[src/common/trace_cpu_config.svh]
`ifndef TRACE_CPU_CONFIG_SVH
`define TRACE_CPU_CONFIG_SVH

////////////////////
// datapath widths

// data and instruction word
`define TC_WORD_W       16
// both memories, and the pc
`define TC_ADDR_W       6
// register index, eight registers
`define TC_REG_W        3

////////////////////
// trace sizing

// instruction id, wraps
`define TC_ID_W         8
// record table entries, at least five in flight
`define TC_TRACE_DEPTH  8
// free running cycle count
`define TC_CYCLE_W      16

`endif

[src/common/trace_cpu_pkg.sv]
`include "trace_cpu_config.svh"

package trace_cpu_pkg;

    ////////////////////
    // datapath types

    typedef logic [`TC_WORD_W-1:0]  word_t;
    typedef logic [`TC_ADDR_W-1:0]  addr_t;
    typedef logic [`TC_REG_W-1:0]   reg_idx_t;

    ////////////////////
    // trace types

    typedef logic [`TC_ID_W-1:0]    id_t;
    typedef logic [`TC_CYCLE_W-1:0] cycle_t;

    ////////////////////
    // opcodes

    // top nibble of the instruction word
    // rd [11:9], rs [8:6], rt [5:3] or signed imm [5:0]
    typedef enum logic [3:0] {
        OP_NOP  = 4'd0,
        OP_ADD  = 4'd1,
        OP_SUB  = 4'd2,
        OP_ADDI = 4'd3,
        OP_LD   = 4'd4,
        OP_ST   = 4'd5,
        OP_BEQZ = 4'd6,
        OP_HALT = 4'd7
    } opcode_e;

endpackage

[src/common/stage_if.sv]
interface stage_if;
    import trace_cpu_pkg::*;

    // slot state
    logic     valid;
    logic     flushed;
    id_t      id;
    // instruction as fetched
    addr_t    pc;
    word_t    instr;
    // decoded fields and operands
    opcode_e  op;
    reg_idx_t rd;
    word_t    a;
    word_t    b;
    word_t    result;
    logic     we;

    // stage that loads the register
    modport src (output valid, flushed, id, pc, instr, op, rd, a, b, result, we);

    // next stage down
    modport dst (input valid, flushed, id, pc, instr, op, rd, a, b, result, we);

    // observers, control and trace
    modport mon (input valid, flushed, id, pc, instr, op, rd, a, b, result, we);

endinterface

[src/pipeline/pipe_ctrl.sv]
module pipe_ctrl (
    input  logic clk,
    input  logic rst,
    input  logic run,
    stage_if.mon if_id,
    stage_if.mon id_ex,
    stage_if.mon ex_mem,
    stage_if.mon mem_wb,
    input  logic branch_taken,
    output logic fetch_en,
    output logic stall,
    output logic flush,
    output logic halted
);
    import trace_cpu_pkg::*;

    reg_idx_t src_a;
    reg_idx_t src_b;
    logic     use_a;
    logic     use_b;
    logic     hazard;
    logic     halt_in_dec;
    logic     halt_seen;

    // does a pending writer hit either source of the decode slot
    function automatic logic clash(input logic wr, input reg_idx_t dst);
        return wr && ((use_a && dst == src_a) || (use_b && dst == src_b));
    endfunction

    ////////////////////
    // source registers

    always_comb begin
        src_a = if_id.instr[8:6];
        // store data comes from rd
        src_b = (if_id.op == OP_ST) ? if_id.rd : if_id.instr[5:3];
        use_a = 1'b0;
        use_b = 1'b0;
        case (if_id.op)
            OP_ADD, OP_SUB, OP_ST: begin
                use_a = 1'b1;
                use_b = 1'b1;
            end
            OP_ADDI, OP_LD, OP_BEQZ: use_a = 1'b1;
            default: ;
        endcase
    end

    ////////////////////
    // hazard and flush

    // no forwarding, writeback is covered by the write-through file
    assign hazard = if_id.valid && !if_id.flushed &&
                    (clash(id_ex.valid && !id_ex.flushed && id_ex.we, id_ex.rd) ||
                     clash(ex_mem.valid && !ex_mem.flushed && ex_mem.we, ex_mem.rd));

    // taken branch already qualified in execute
    assign flush = branch_taken;
    // flush wins
    assign stall = hazard && !flush;

    ////////////////////
    // fetch enable, halt

    // halt in decode, unless it is about to be flushed
    assign halt_in_dec = if_id.valid && !if_id.flushed && (if_id.op == OP_HALT) && !flush;
    assign fetch_en    = run && !halt_seen && !halt_in_dec && !halted;

    always_ff @(posedge clk) begin
        if (rst) begin
            halt_seen <= 1'b0;
            halted    <= 1'b0;
        end else begin
            if (halt_in_dec) begin
                halt_seen <= 1'b1;
            end
            // sticky once the halt retires
            if (mem_wb.valid && !mem_wb.flushed && mem_wb.op == OP_HALT) begin
                halted <= 1'b1;
            end
        end
    end

endmodule

[src/pipeline/fetch_stage.sv]
`include "trace_cpu_config.svh"

module fetch_stage (
    input  logic                 clk,
    input  logic                 rst,
    input  logic                 fetch_en,
    input  logic                 stall,
    input  logic                 flush,
    input  trace_cpu_pkg::addr_t branch_target,
    input  trace_cpu_pkg::id_t   fetch_id,
    input  logic                 imem_we,
    input  trace_cpu_pkg::addr_t imem_addr,
    input  trace_cpu_pkg::word_t imem_wdata,
    stage_if.src                 if_id
);
    import trace_cpu_pkg::*;

    word_t imem [2**`TC_ADDR_W];
    addr_t pc;
    logic  take;

    // fetch goes ahead on flush, the new entry just arrives dead
    assign take = fetch_en && (flush || !stall);

    // load port
    always_ff @(posedge clk) begin
        if (imem_we) begin
            imem[imem_addr] <= imem_wdata;
        end
    end

    ////////////////////
    // program counter

    always_ff @(posedge clk) begin
        if (rst) begin
            pc <= '0;
        end else if (flush) begin
            pc <= branch_target;
        end else if (take) begin
            pc <= pc + addr_t'(1);
        end
    end

    ////////////////////
    // if_id register

    // held while stalled, emptied when fetch is off
    always_ff @(posedge clk) begin
        if (rst) begin
            if_id.valid   <= 1'b0;
            if_id.flushed <= 1'b0;
        end else if (flush || !stall) begin
            if_id.valid   <= take;
            if_id.flushed <= flush;
        end
    end

    always_ff @(posedge clk) begin
        if (take) begin
            if_id.id    <= fetch_id;
            if_id.pc    <= pc;
            if_id.instr <= imem[pc];
        end
    end

    // predecode for control
    assign if_id.op     = opcode_e'(if_id.instr[15:12]);
    assign if_id.rd     = if_id.instr[11:9];
    // operands come later
    assign if_id.a      = '0;
    assign if_id.b      = '0;
    assign if_id.result = '0;
    assign if_id.we     = 1'b0;

endmodule

[src/pipeline/decode_stage.sv]
module decode_stage (
    input  logic clk,
    input  logic rst,
    input  logic stall,
    input  logic flush,
    stage_if.dst if_id,
    stage_if.dst mem_wb,
    stage_if.src id_ex
);
    import trace_cpu_pkg::*;

    word_t    regs [8];
    reg_idx_t rs;
    reg_idx_t rt;
    word_t    rs_val;
    word_t    b_val;
    logic     wb_en;
    logic     writes;

    // r0 reads zero, writeback value seen in the same cycle
    function automatic word_t read_reg(input reg_idx_t idx);
        if (idx == '0) begin
            return '0;
        end
        if (wb_en && mem_wb.rd == idx) begin
            return mem_wb.result;
        end
        return regs[idx];
    endfunction

    ////////////////////
    // field decode

    assign rs = if_id.instr[8:6];
    assign rt = if_id.instr[5:3];

    always_comb begin
        rs_val = read_reg(rs);
        // ST carries rd as store data
        b_val  = (if_id.op == OP_ST) ? read_reg(if_id.rd) : read_reg(rt);
        case (if_id.op)
            OP_ADD, OP_SUB, OP_ADDI, OP_LD: writes = (if_id.rd != '0);
            default: writes = 1'b0;
        endcase
    end

    ////////////////////
    // register file

    assign wb_en = mem_wb.valid && !mem_wb.flushed && mem_wb.we;

    always_ff @(posedge clk) begin
        if (rst) begin
            for (int i = 0; i < 8; i++) begin
                regs[i] <= '0;
            end
        end else if (wb_en && mem_wb.rd != '0) begin
            regs[mem_wb.rd] <= mem_wb.result;
        end
    end

    ////////////////////
    // id_ex register

    // flush marks the entry, stall drops a bubble
    always_ff @(posedge clk) begin
        if (rst) begin
            id_ex.valid   <= 1'b0;
            id_ex.flushed <= 1'b0;
        end else if (flush) begin
            id_ex.valid   <= if_id.valid;
            id_ex.flushed <= 1'b1;
        end else if (stall) begin
            id_ex.valid   <= 1'b0;
            id_ex.flushed <= 1'b0;
        end else begin
            id_ex.valid   <= if_id.valid;
            id_ex.flushed <= if_id.flushed;
        end
    end

    always_ff @(posedge clk) begin
        id_ex.id     <= if_id.id;
        id_ex.pc     <= if_id.pc;
        id_ex.instr  <= if_id.instr;
        id_ex.op     <= opcode_e'(if_id.instr[15:12]);
        id_ex.rd     <= if_id.instr[11:9];
        id_ex.a      <= rs_val;
        id_ex.b      <= b_val;
        id_ex.result <= '0;
        // flushed entries never write
        id_ex.we     <= writes && !if_id.flushed && !flush;
    end

endmodule

[src/pipeline/execute_stage.sv]
`include "trace_cpu_config.svh"

module execute_stage (
    input  logic                  clk,
    input  logic                  rst,
    stage_if.dst                  id_ex,
    stage_if.src                  ex_mem,
    output logic                  branch_taken,
    output trace_cpu_pkg::addr_t  branch_target
);
    import trace_cpu_pkg::*;

    word_t imm;
    word_t alu;

    // signed 6 bit immediate
    assign imm = {{(`TC_WORD_W-6){id_ex.instr[5]}}, id_ex.instr[5:0]};

    ////////////////////
    // alu

    always_comb begin
        case (id_ex.op)
            OP_ADD:               alu = id_ex.a + id_ex.b;
            OP_SUB:               alu = id_ex.a - id_ex.b;
            // ADDI sum, LD/ST address
            OP_ADDI, OP_LD, OP_ST: alu = id_ex.a + imm;
            default:              alu = '0;
        endcase
    end

    ////////////////////
    // branch resolve

    // only live branches count
    assign branch_taken  = id_ex.valid && !id_ex.flushed &&
                           (id_ex.op == OP_BEQZ) && (id_ex.a == '0);
    // offset wraps with the 6 bit pc
    assign branch_target = id_ex.pc + addr_t'(1) + addr_t'(id_ex.instr[5:0]);

    ////////////////////
    // ex_mem register

    always_ff @(posedge clk) begin
        if (rst) begin
            ex_mem.valid   <= 1'b0;
            ex_mem.flushed <= 1'b0;
        end else begin
            ex_mem.valid   <= id_ex.valid;
            ex_mem.flushed <= id_ex.flushed;
        end
    end

    always_ff @(posedge clk) begin
        ex_mem.id     <= id_ex.id;
        ex_mem.pc     <= id_ex.pc;
        ex_mem.instr  <= id_ex.instr;
        ex_mem.op     <= id_ex.op;
        ex_mem.rd     <= id_ex.rd;
        ex_mem.a      <= id_ex.a;
        // store data rides along in b
        ex_mem.b      <= id_ex.b;
        ex_mem.result <= alu;
        ex_mem.we     <= id_ex.we;
    end

endmodule

[src/pipeline/mem_stage.sv]
`include "trace_cpu_config.svh"

module mem_stage (
    input  logic clk,
    input  logic rst,
    stage_if.dst ex_mem,
    stage_if.src mem_wb
);
    import trace_cpu_pkg::*;

    word_t dmem [2**`TC_ADDR_W];
    addr_t daddr;
    logic  st_en;

    // address from the alu result
    assign daddr = ex_mem.result[`TC_ADDR_W-1:0];
    // flushed stores are dropped
    assign st_en = ex_mem.valid && !ex_mem.flushed && (ex_mem.op == OP_ST);

    ////////////////////
    // data memory

    always_ff @(posedge clk) begin
        if (rst) begin
            for (int i = 0; i < 2**`TC_ADDR_W; i++) begin
                dmem[i] <= '0;
            end
        end else if (st_en) begin
            dmem[daddr] <= ex_mem.b;
        end
    end

    ////////////////////
    // mem_wb register

    always_ff @(posedge clk) begin
        if (rst) begin
            mem_wb.valid   <= 1'b0;
            mem_wb.flushed <= 1'b0;
        end else begin
            mem_wb.valid   <= ex_mem.valid;
            mem_wb.flushed <= ex_mem.flushed;
        end
    end

    always_ff @(posedge clk) begin
        mem_wb.id     <= ex_mem.id;
        mem_wb.pc     <= ex_mem.pc;
        mem_wb.instr  <= ex_mem.instr;
        mem_wb.op     <= ex_mem.op;
        mem_wb.rd     <= ex_mem.rd;
        mem_wb.a      <= ex_mem.a;
        mem_wb.b      <= ex_mem.b;
        // load data replaces the address
        mem_wb.result <= (ex_mem.op == OP_LD) ? dmem[daddr] : ex_mem.result;
        mem_wb.we     <= ex_mem.we;
    end

endmodule

[src/trace/trace_unit.sv]
`include "trace_cpu_config.svh"

module trace_unit (
    input  logic                  clk,
    input  logic                  rst,
    input  logic                  fetch_en,
    input  logic                  stall,
    stage_if.mon                  if_id,
    stage_if.mon                  id_ex,
    stage_if.mon                  ex_mem,
    stage_if.mon                  mem_wb,
    output trace_cpu_pkg::id_t    fetch_id,
    output logic                  retire_valid,
    output trace_cpu_pkg::id_t    retire_id,
    output trace_cpu_pkg::addr_t  retire_pc,
    output trace_cpu_pkg::word_t  retire_instr,
    output trace_cpu_pkg::word_t  retire_result,
    output logic                  retire_flushed,
    output trace_cpu_pkg::cycle_t retire_cycle
);
    import trace_cpu_pkg::*;

    localparam int IDX_W = $clog2(`TC_TRACE_DEPTH);
    typedef logic [IDX_W-1:0] idx_t;

    addr_t  pc_tab     [`TC_TRACE_DEPTH];
    word_t  instr_tab  [`TC_TRACE_DEPTH];
    word_t  result_tab [`TC_TRACE_DEPTH];
    cycle_t cycle;
    idx_t   wb_idx;

    // table slot for an id
    function automatic idx_t slot(input id_t id);
        return idx_t'(id % `TC_TRACE_DEPTH);
    endfunction

    ////////////////////
    // numbering, cycles

    // stall already yields to flush
    always_ff @(posedge clk) begin
        if (rst) begin
            fetch_id <= '0;
            cycle    <= '0;
        end else begin
            cycle <= cycle + cycle_t'(1);
            if (fetch_en && !stall) begin
                fetch_id <= fetch_id + id_t'(1);
            end
        end
    end

    ////////////////////
    // record table

    // each stage fills in its part as the id passes
    always_ff @(posedge clk) begin
        if (if_id.valid) begin
            pc_tab[slot(if_id.id)] <= if_id.pc;
        end
        if (id_ex.valid) begin
            instr_tab[slot(id_ex.id)] <= id_ex.instr;
        end
        if (ex_mem.valid) begin
            result_tab[slot(ex_mem.id)] <= ex_mem.result;
        end
    end

    ////////////////////
    // retire record

    assign wb_idx         = slot(mem_wb.id);
    assign retire_valid   = mem_wb.valid;
    assign retire_id      = mem_wb.id;
    assign retire_pc      = pc_tab[wb_idx];
    assign retire_instr   = instr_tab[wb_idx];
    // loads finish in memory, take the data read
    assign retire_result  = (mem_wb.op == OP_LD) ? mem_wb.result : result_tab[wb_idx];
    assign retire_flushed = mem_wb.flushed;
    assign retire_cycle   = cycle;

endmodule

[src/verilog/trace_cpu_top.sv]
module trace_cpu_top (
    input  logic                  clk,
    input  logic                  rst,
    input  logic                  run,
    input  logic                  imem_we,
    input  trace_cpu_pkg::addr_t  imem_addr,
    input  trace_cpu_pkg::word_t  imem_wdata,
    output logic                  retire_valid,
    output trace_cpu_pkg::id_t    retire_id,
    output trace_cpu_pkg::addr_t  retire_pc,
    output trace_cpu_pkg::word_t  retire_instr,
    output trace_cpu_pkg::word_t  retire_result,
    output logic                  retire_flushed,
    output trace_cpu_pkg::cycle_t retire_cycle,
    output logic                  halted
);
    import trace_cpu_pkg::*;

    logic  fetch_en;
    logic  stall;
    logic  flush;
    logic  branch_taken;
    addr_t branch_target;
    id_t   fetch_id;

    ////////////////////
    // pipeline registers

    stage_if if_id ();
    stage_if id_ex ();
    stage_if ex_mem ();
    stage_if mem_wb ();

    ////////////////////
    // control

    pipe_ctrl u_ctrl (
        .clk          (clk),
        .rst          (rst),
        .run          (run),
        .if_id        (if_id),
        .id_ex        (id_ex),
        .ex_mem       (ex_mem),
        .mem_wb       (mem_wb),
        .branch_taken (branch_taken),
        .fetch_en     (fetch_en),
        .stall        (stall),
        .flush        (flush),
        .halted       (halted)
    );

    ////////////////////
    // stages

    fetch_stage u_fetch (
        .clk           (clk),
        .rst           (rst),
        .fetch_en      (fetch_en),
        .stall         (stall),
        .flush         (flush),
        .branch_target (branch_target),
        .fetch_id      (fetch_id),
        .imem_we       (imem_we),
        .imem_addr     (imem_addr),
        .imem_wdata    (imem_wdata),
        .if_id         (if_id)
    );

    // writeback closes the loop into decode
    decode_stage u_decode (
        .clk    (clk),
        .rst    (rst),
        .stall  (stall),
        .flush  (flush),
        .if_id  (if_id),
        .mem_wb (mem_wb),
        .id_ex  (id_ex)
    );

    execute_stage u_execute (
        .clk           (clk),
        .rst           (rst),
        .id_ex         (id_ex),
        .ex_mem        (ex_mem),
        .branch_taken  (branch_taken),
        .branch_target (branch_target)
    );

    mem_stage u_mem (
        .clk    (clk),
        .rst    (rst),
        .ex_mem (ex_mem),
        .mem_wb (mem_wb)
    );

    ////////////////////
    // trace

    trace_unit u_trace (
        .clk            (clk),
        .rst            (rst),
        .fetch_en       (fetch_en),
        .stall          (stall),
        .if_id          (if_id),
        .id_ex          (id_ex),
        .ex_mem         (ex_mem),
        .mem_wb         (mem_wb),
        .fetch_id       (fetch_id),
        .retire_valid   (retire_valid),
        .retire_id      (retire_id),
        .retire_pc      (retire_pc),
        .retire_instr   (retire_instr),
        .retire_result  (retire_result),
        .retire_flushed (retire_flushed),
        .retire_cycle   (retire_cycle)
    );

endmodule

[config.mk]
export PLATFORM = sky130hd
export DESIGN_NAME = trace_cpu_top
export DESIGN_NICKNAME = d
export VERILOG_FILES = /design/src/common/trace_cpu_pkg.sv /design/src/common/stage_if.sv /design/src/pipeline/pipe_ctrl.sv /design/src/pipeline/fetch_stage.sv /design/src/pipeline/decode_stage.sv /design/src/pipeline/execute_stage.sv /design/src/pipeline/mem_stage.sv /design/src/trace/trace_unit.sv /design/src/verilog/trace_cpu_top.sv
export VERILOG_INCLUDE_DIRS = /design/src /design/src/common
export SDC_FILE = /design/constraint.sdc
export NUM_CORES = 2
export LEC_CHECK = 0
export BUFFER_PORTS_ARGS = -buffer_cell sky130_fd_sc_hd__clkbuf_2
export CORE_MARGIN = 2
export CORE_UTILIZATION = 50
export DETAILED_ROUTE_END_ITERATION = 8
export MAX_ROUTING_LAYER = met4
export PLACE_DENSITY_LB_ADDON = 0.2
export SYNTH_ARGS = -nofsm -noshare
export SYNTH_HDL_FRONTEND = slang
export SYNTH_SLANG_ARGS = --single-unit
[constraint.sdc]
create_clock -name clk -period 3.87 [get_ports clk]
set_clock_uncertainty 0.2 [all_clocks]
set_input_delay 0.9675 -clock clk [delete_from_list [all_inputs] [get_ports clk]]
set_output_delay 0.9675 -clock clk [all_outputs]
set_load 0.02 [all_outputs]
==> results.md <==
- I/O pin count: 91
- Worst path max stage delay: 0.50 ns
- Hold Crit Class: in2reg
- Hold path endpoint: u_fetch.imem[26][12]
- Clk_lat worst skew: 0.94 ns
- Cells on worst reg2reg path: 8
- Clk network pwr share: 36.1%
- Grt ovf: 0
- Synthesis-stage register bit count: 2693
- Post-synthesis compound-gate area fraction: 5.621%
- RSZ-0062 raised after global routing: yes
- Ys async rst share: 0%
- Area grow syn2layout: 13.85%
- TritonCTS Buffers: 293
- Worst path bufs/invs: 3
- Final #Nets: 6924
- Setup crit end kind: primary output
- Slew HR: 9.914%
- Mean post-synth cell area: 16.89 um2
- DR iter-0 viols: 7264
- Worst-path maximum fanout: 8
- Layout cell share with drive strength beyond 1: 22.68%
- Initial Util: 50.19%
- Multi-input logic area: 0.03045 mm2
- Hold Path Stages: 1
- Worst path cell trace: buf_12, clkbuf_16, mux4_2, mux2_4, buf_6
- Largest net degree at the start of global routing: 106
- Synthesized cell area: 0.1112 mm2
- Hold buffer count at CTS: 0
- EDFF count, synth: 2510
- Simple-Gate Fraction of Synth Area: 9.477%
- Flop pwr share: 48.9%
- Leakage power: 42.41 nW
- Count of final setup violators: 0
- Crit path arrival time: 2.67 ns
- Port Buffers: 90
- Root buf cell: clkbuf_16
- CORE AREA: 0.2217 mm2
- Fin crit period: 3.838 ns
- Worst Tran Pin Value: 1.351 ns
- Post-synthesis cell type count: 75
- Pwr per Cell Area: 569.4 mW/mm2
- Ranking of synthesized cells by area: edfxtp_1 68%, mux4_2 10%, and2_1 6.4%, dfxtp_1 3.3%, a22oi_1 3.0%
- Largest family of logic cells by synthesized area: multiplexers
- Hold path start: imem_wdata[12]
- All-Layer GR Usage: 27.53%
- Comb pwr share: 15.0%
- Sw Share: 27.79%
- Flop2flop setup slack: 0.12 ns
- Maxcap violations: 0
- Most common flop cell mapped by yosys: edfxtp_1
- Post-Synth Adder-Cell Area: 0.3397%
- Worst-path clk slew: 0.06 ns
- Max frequency: 260.6 MHz
- Layout fillers: 16800
- Htree depth: 5
- Critical path's slowest cell: mux4_2
- Die width: 475.7 um
- CTS tree: done
- Slew Limit Fails: 0
- Xor-xnor portion of the synthesized cell area: 0.3464%
- Final hold vios: 0
- Routed WL per cell: 30.12 um
- Die area: 0.2263 mm2
- Synth Warn #: 0
- Via count: 62100
- Final GP Congestion: 0.8785
- CP delay by family, top: multiplexers
- Register area share after synthesis: 71.05%
- Fin crit share: 99.17%
- Peak supply drop: 0.5005 mV
- Crit Path Class: reg2out
- Mux cell area share after synthesis: 11.15%
- Cell Int Power: 52.08 mW
- Via/cell ratio: 6.182
- Final Power: 72.12 mW
- Synth top area share: 67.75%
- Drc violations: 0
- Initial antenna violation count: 8
- Post-route ant nets: 0
- Final WL: 302600 um
- R2r startpoint: u_execute.ex_mem.result[1]
- Reg-to-reg endpoint: u_mem.mem_wb.result[14]
- Die H: 475.7 um
- Drt pass-1 iters: 6
- Register area: 0.07911 mm2
- Post-synthesis cell count: 6587
- First-pass GRT wire length: 437400 um
- Vias in the first global route: 61900
- Status: complete, no violations
- Psw: 20.04 mW
- Post-synth top area cell: edfxtp_1
- Row count: 173
- Clock Path Buffers: 4
- Required time of the critical path: 2.70 ns
- Sum of negative setup slack: 0 ns
- Dpl hpwl: 183300 um
- CTS sink count: 2693
- CP Launch Type: register
cell usage after synthesis (6+ instances only):
master	instances
buf_4	15
xor2_1	33
and3_1	11
nand2_1	76
o21ai_0	55
buf_2	78
mux2i_1	68
ha_1	27
a211oi_1	20
nand4_1	57
nand3b_1	10
nor4_1	18
and2_1	1139
dfxtp_1	183
inv_1	26
o22ai_1	19
a22oi_1	442
a221oi_1	35
o211ai_1	12
mux2_2	23
a21oi_1	89
edfxtp_1	2510
a41oi_1	64
clkbuf_1	352
or4_1	8
nand3_1	37
nor2b_1	14
nor2_1	276
a21o_1	6
o31ai_1	11
or2_2	74
xnor2_1	11
a22o_1	41
nor3b_1	9
mux4_2	509
or3_1	18
o21a_1	10
a31oi_1	29
buf_1	62
buf_6	7
nand2b_1	22
nor3_1	25
flip-flops by register name, summed over array words and instances, names as in the netlist, 4 cells and up:
register and flops:
u_fetch.if_id.id 8, u_execute.ex_mem.id 8, u_fetch.imem 1024, u_trace.pc_tab 48, u_execute.ex_mem.b 16, u_trace.fetch_id 8
u_mem.mem_wb.op 4, u_mem.mem_wb.result 16, u_decode.id_ex.id 8, u_mem.dmem 1024, u_decode.id_ex.a 16, u_decode.id_ex.instr 16
u_fetch.if_id.pc 6, u_execute.ex_mem.result 16, u_decode.regs 128, u_decode.id_ex.pc 6, u_trace.result_tab 128, u_fetch.pc 6
u_decode.id_ex.b 16, u_trace.instr_tab 128, u_fetch.if_id.instr 16, u_mem.mem_wb.id 6, u_trace.retire_cycle 16, u_execute.ex_mem.op 4
metal layers:
metal	vias to the layer above	part of all wire [%]	track usage (%)
met5	-	0	-
met4	0	3.6	9.656
met3	571	7.6	4.557
met2	2824	48	42.47
met1	32380	41	37.36
li1	26330	-	-
power groups by stage:
stage	Combinational, mW	Clock, mW	Sequential [mW]
floorplan	6.59	0	34.0
global placement	10.3	0	35.8
detailed placement	10.3	0	35.9
CTS	10.5	26.4	35.3
global route	11.2	27.5	35.4
finish	10.8	26.1	35.3
what timing repair did:
item                       CTS  global route
setup endpoints to repair   38            35
resized for setup           31           104
pin swaps                    0             1
setup buffers                9             1
cloned                       2             5
cells by family after synthesis:
group	Yosys count
buf+inv	542
other cells	1
simple gates	1818
flops	2693
fa+ha+maj	29
mux	600
compound gates	860
xor+xnor	44
metrics by stage:
step	std cells	area [um2]	setup slack, ns	util, %	hold WS (ns)
floorplan	6602	111300	0.3523	-	0.1096
global placement	9532	117300	-0.1010	52.90	0.1110
detailed placement	9532	117300	0.01420	52.90	0.1121
CTS	10030	126300	-0.03037	56.97	0.05376
global route	10040	126700	-0.03383	57.14	0.08551
finish	10050	126700	0.03204	57.14	0.1045
area by class of cell:
type,instances,share of cell area (%)
sequential,2693,62.46
multi-input combinational,3367,24.04
clock buffer,380,6.236
timing repair buffer,487,3.561
tap,2975,2.939
clock inverter,111,0.6658
inverter,27,0.08002
antenna,6,0.01185
cells in the final DEF, fill, tap and decap left out, drive strengths merged, types with 10 or more instances in the layout:
master / instances
o21a: 10
a22oi: 442
o22ai: 19
xnor2: 11
inv: 34
nand4: 57
xor2: 33
a41oi: 64
mux2i: 68
ha: 27
nor4: 18
nor2b: 14
mux4: 509
or2: 75
o31ai: 11
bufinv: 11
o21ai: 56
nand3: 37
or3: 18
nand2b: 22
a211oi: 20
conb: 16
a221oi: 35
edfxtp: 2510
nor2: 276
and2: 1139
a31oi: 30
o211ai: 12
and3: 11
clkbuf: 445
mux2: 23
nand2: 76
clkinv: 89
buf: 422
nor3b: 10
nand3b: 10
a22o: 41
nor3: 26
a21oi: 90
dfxtp: 183
worst max path at each step:
stage,start,end,depth (start not counted)
floorplan,u_decode.id_ex.b[0],u_execute.ex_mem.result[15],15
global placement,u_decode.id_ex.b[1],u_execute.ex_mem.result[15],16
detailed placement,u_execute.ex_mem.result[1],u_mem.mem_wb.result[11],8
CTS,retire_id[0],retire_instr[11],5
global route,retire_id[0],retire_instr[10],5
finish,retire_id[0],retire_instr[14],5
Note: power is estimated with default switching activity, not from simulation.
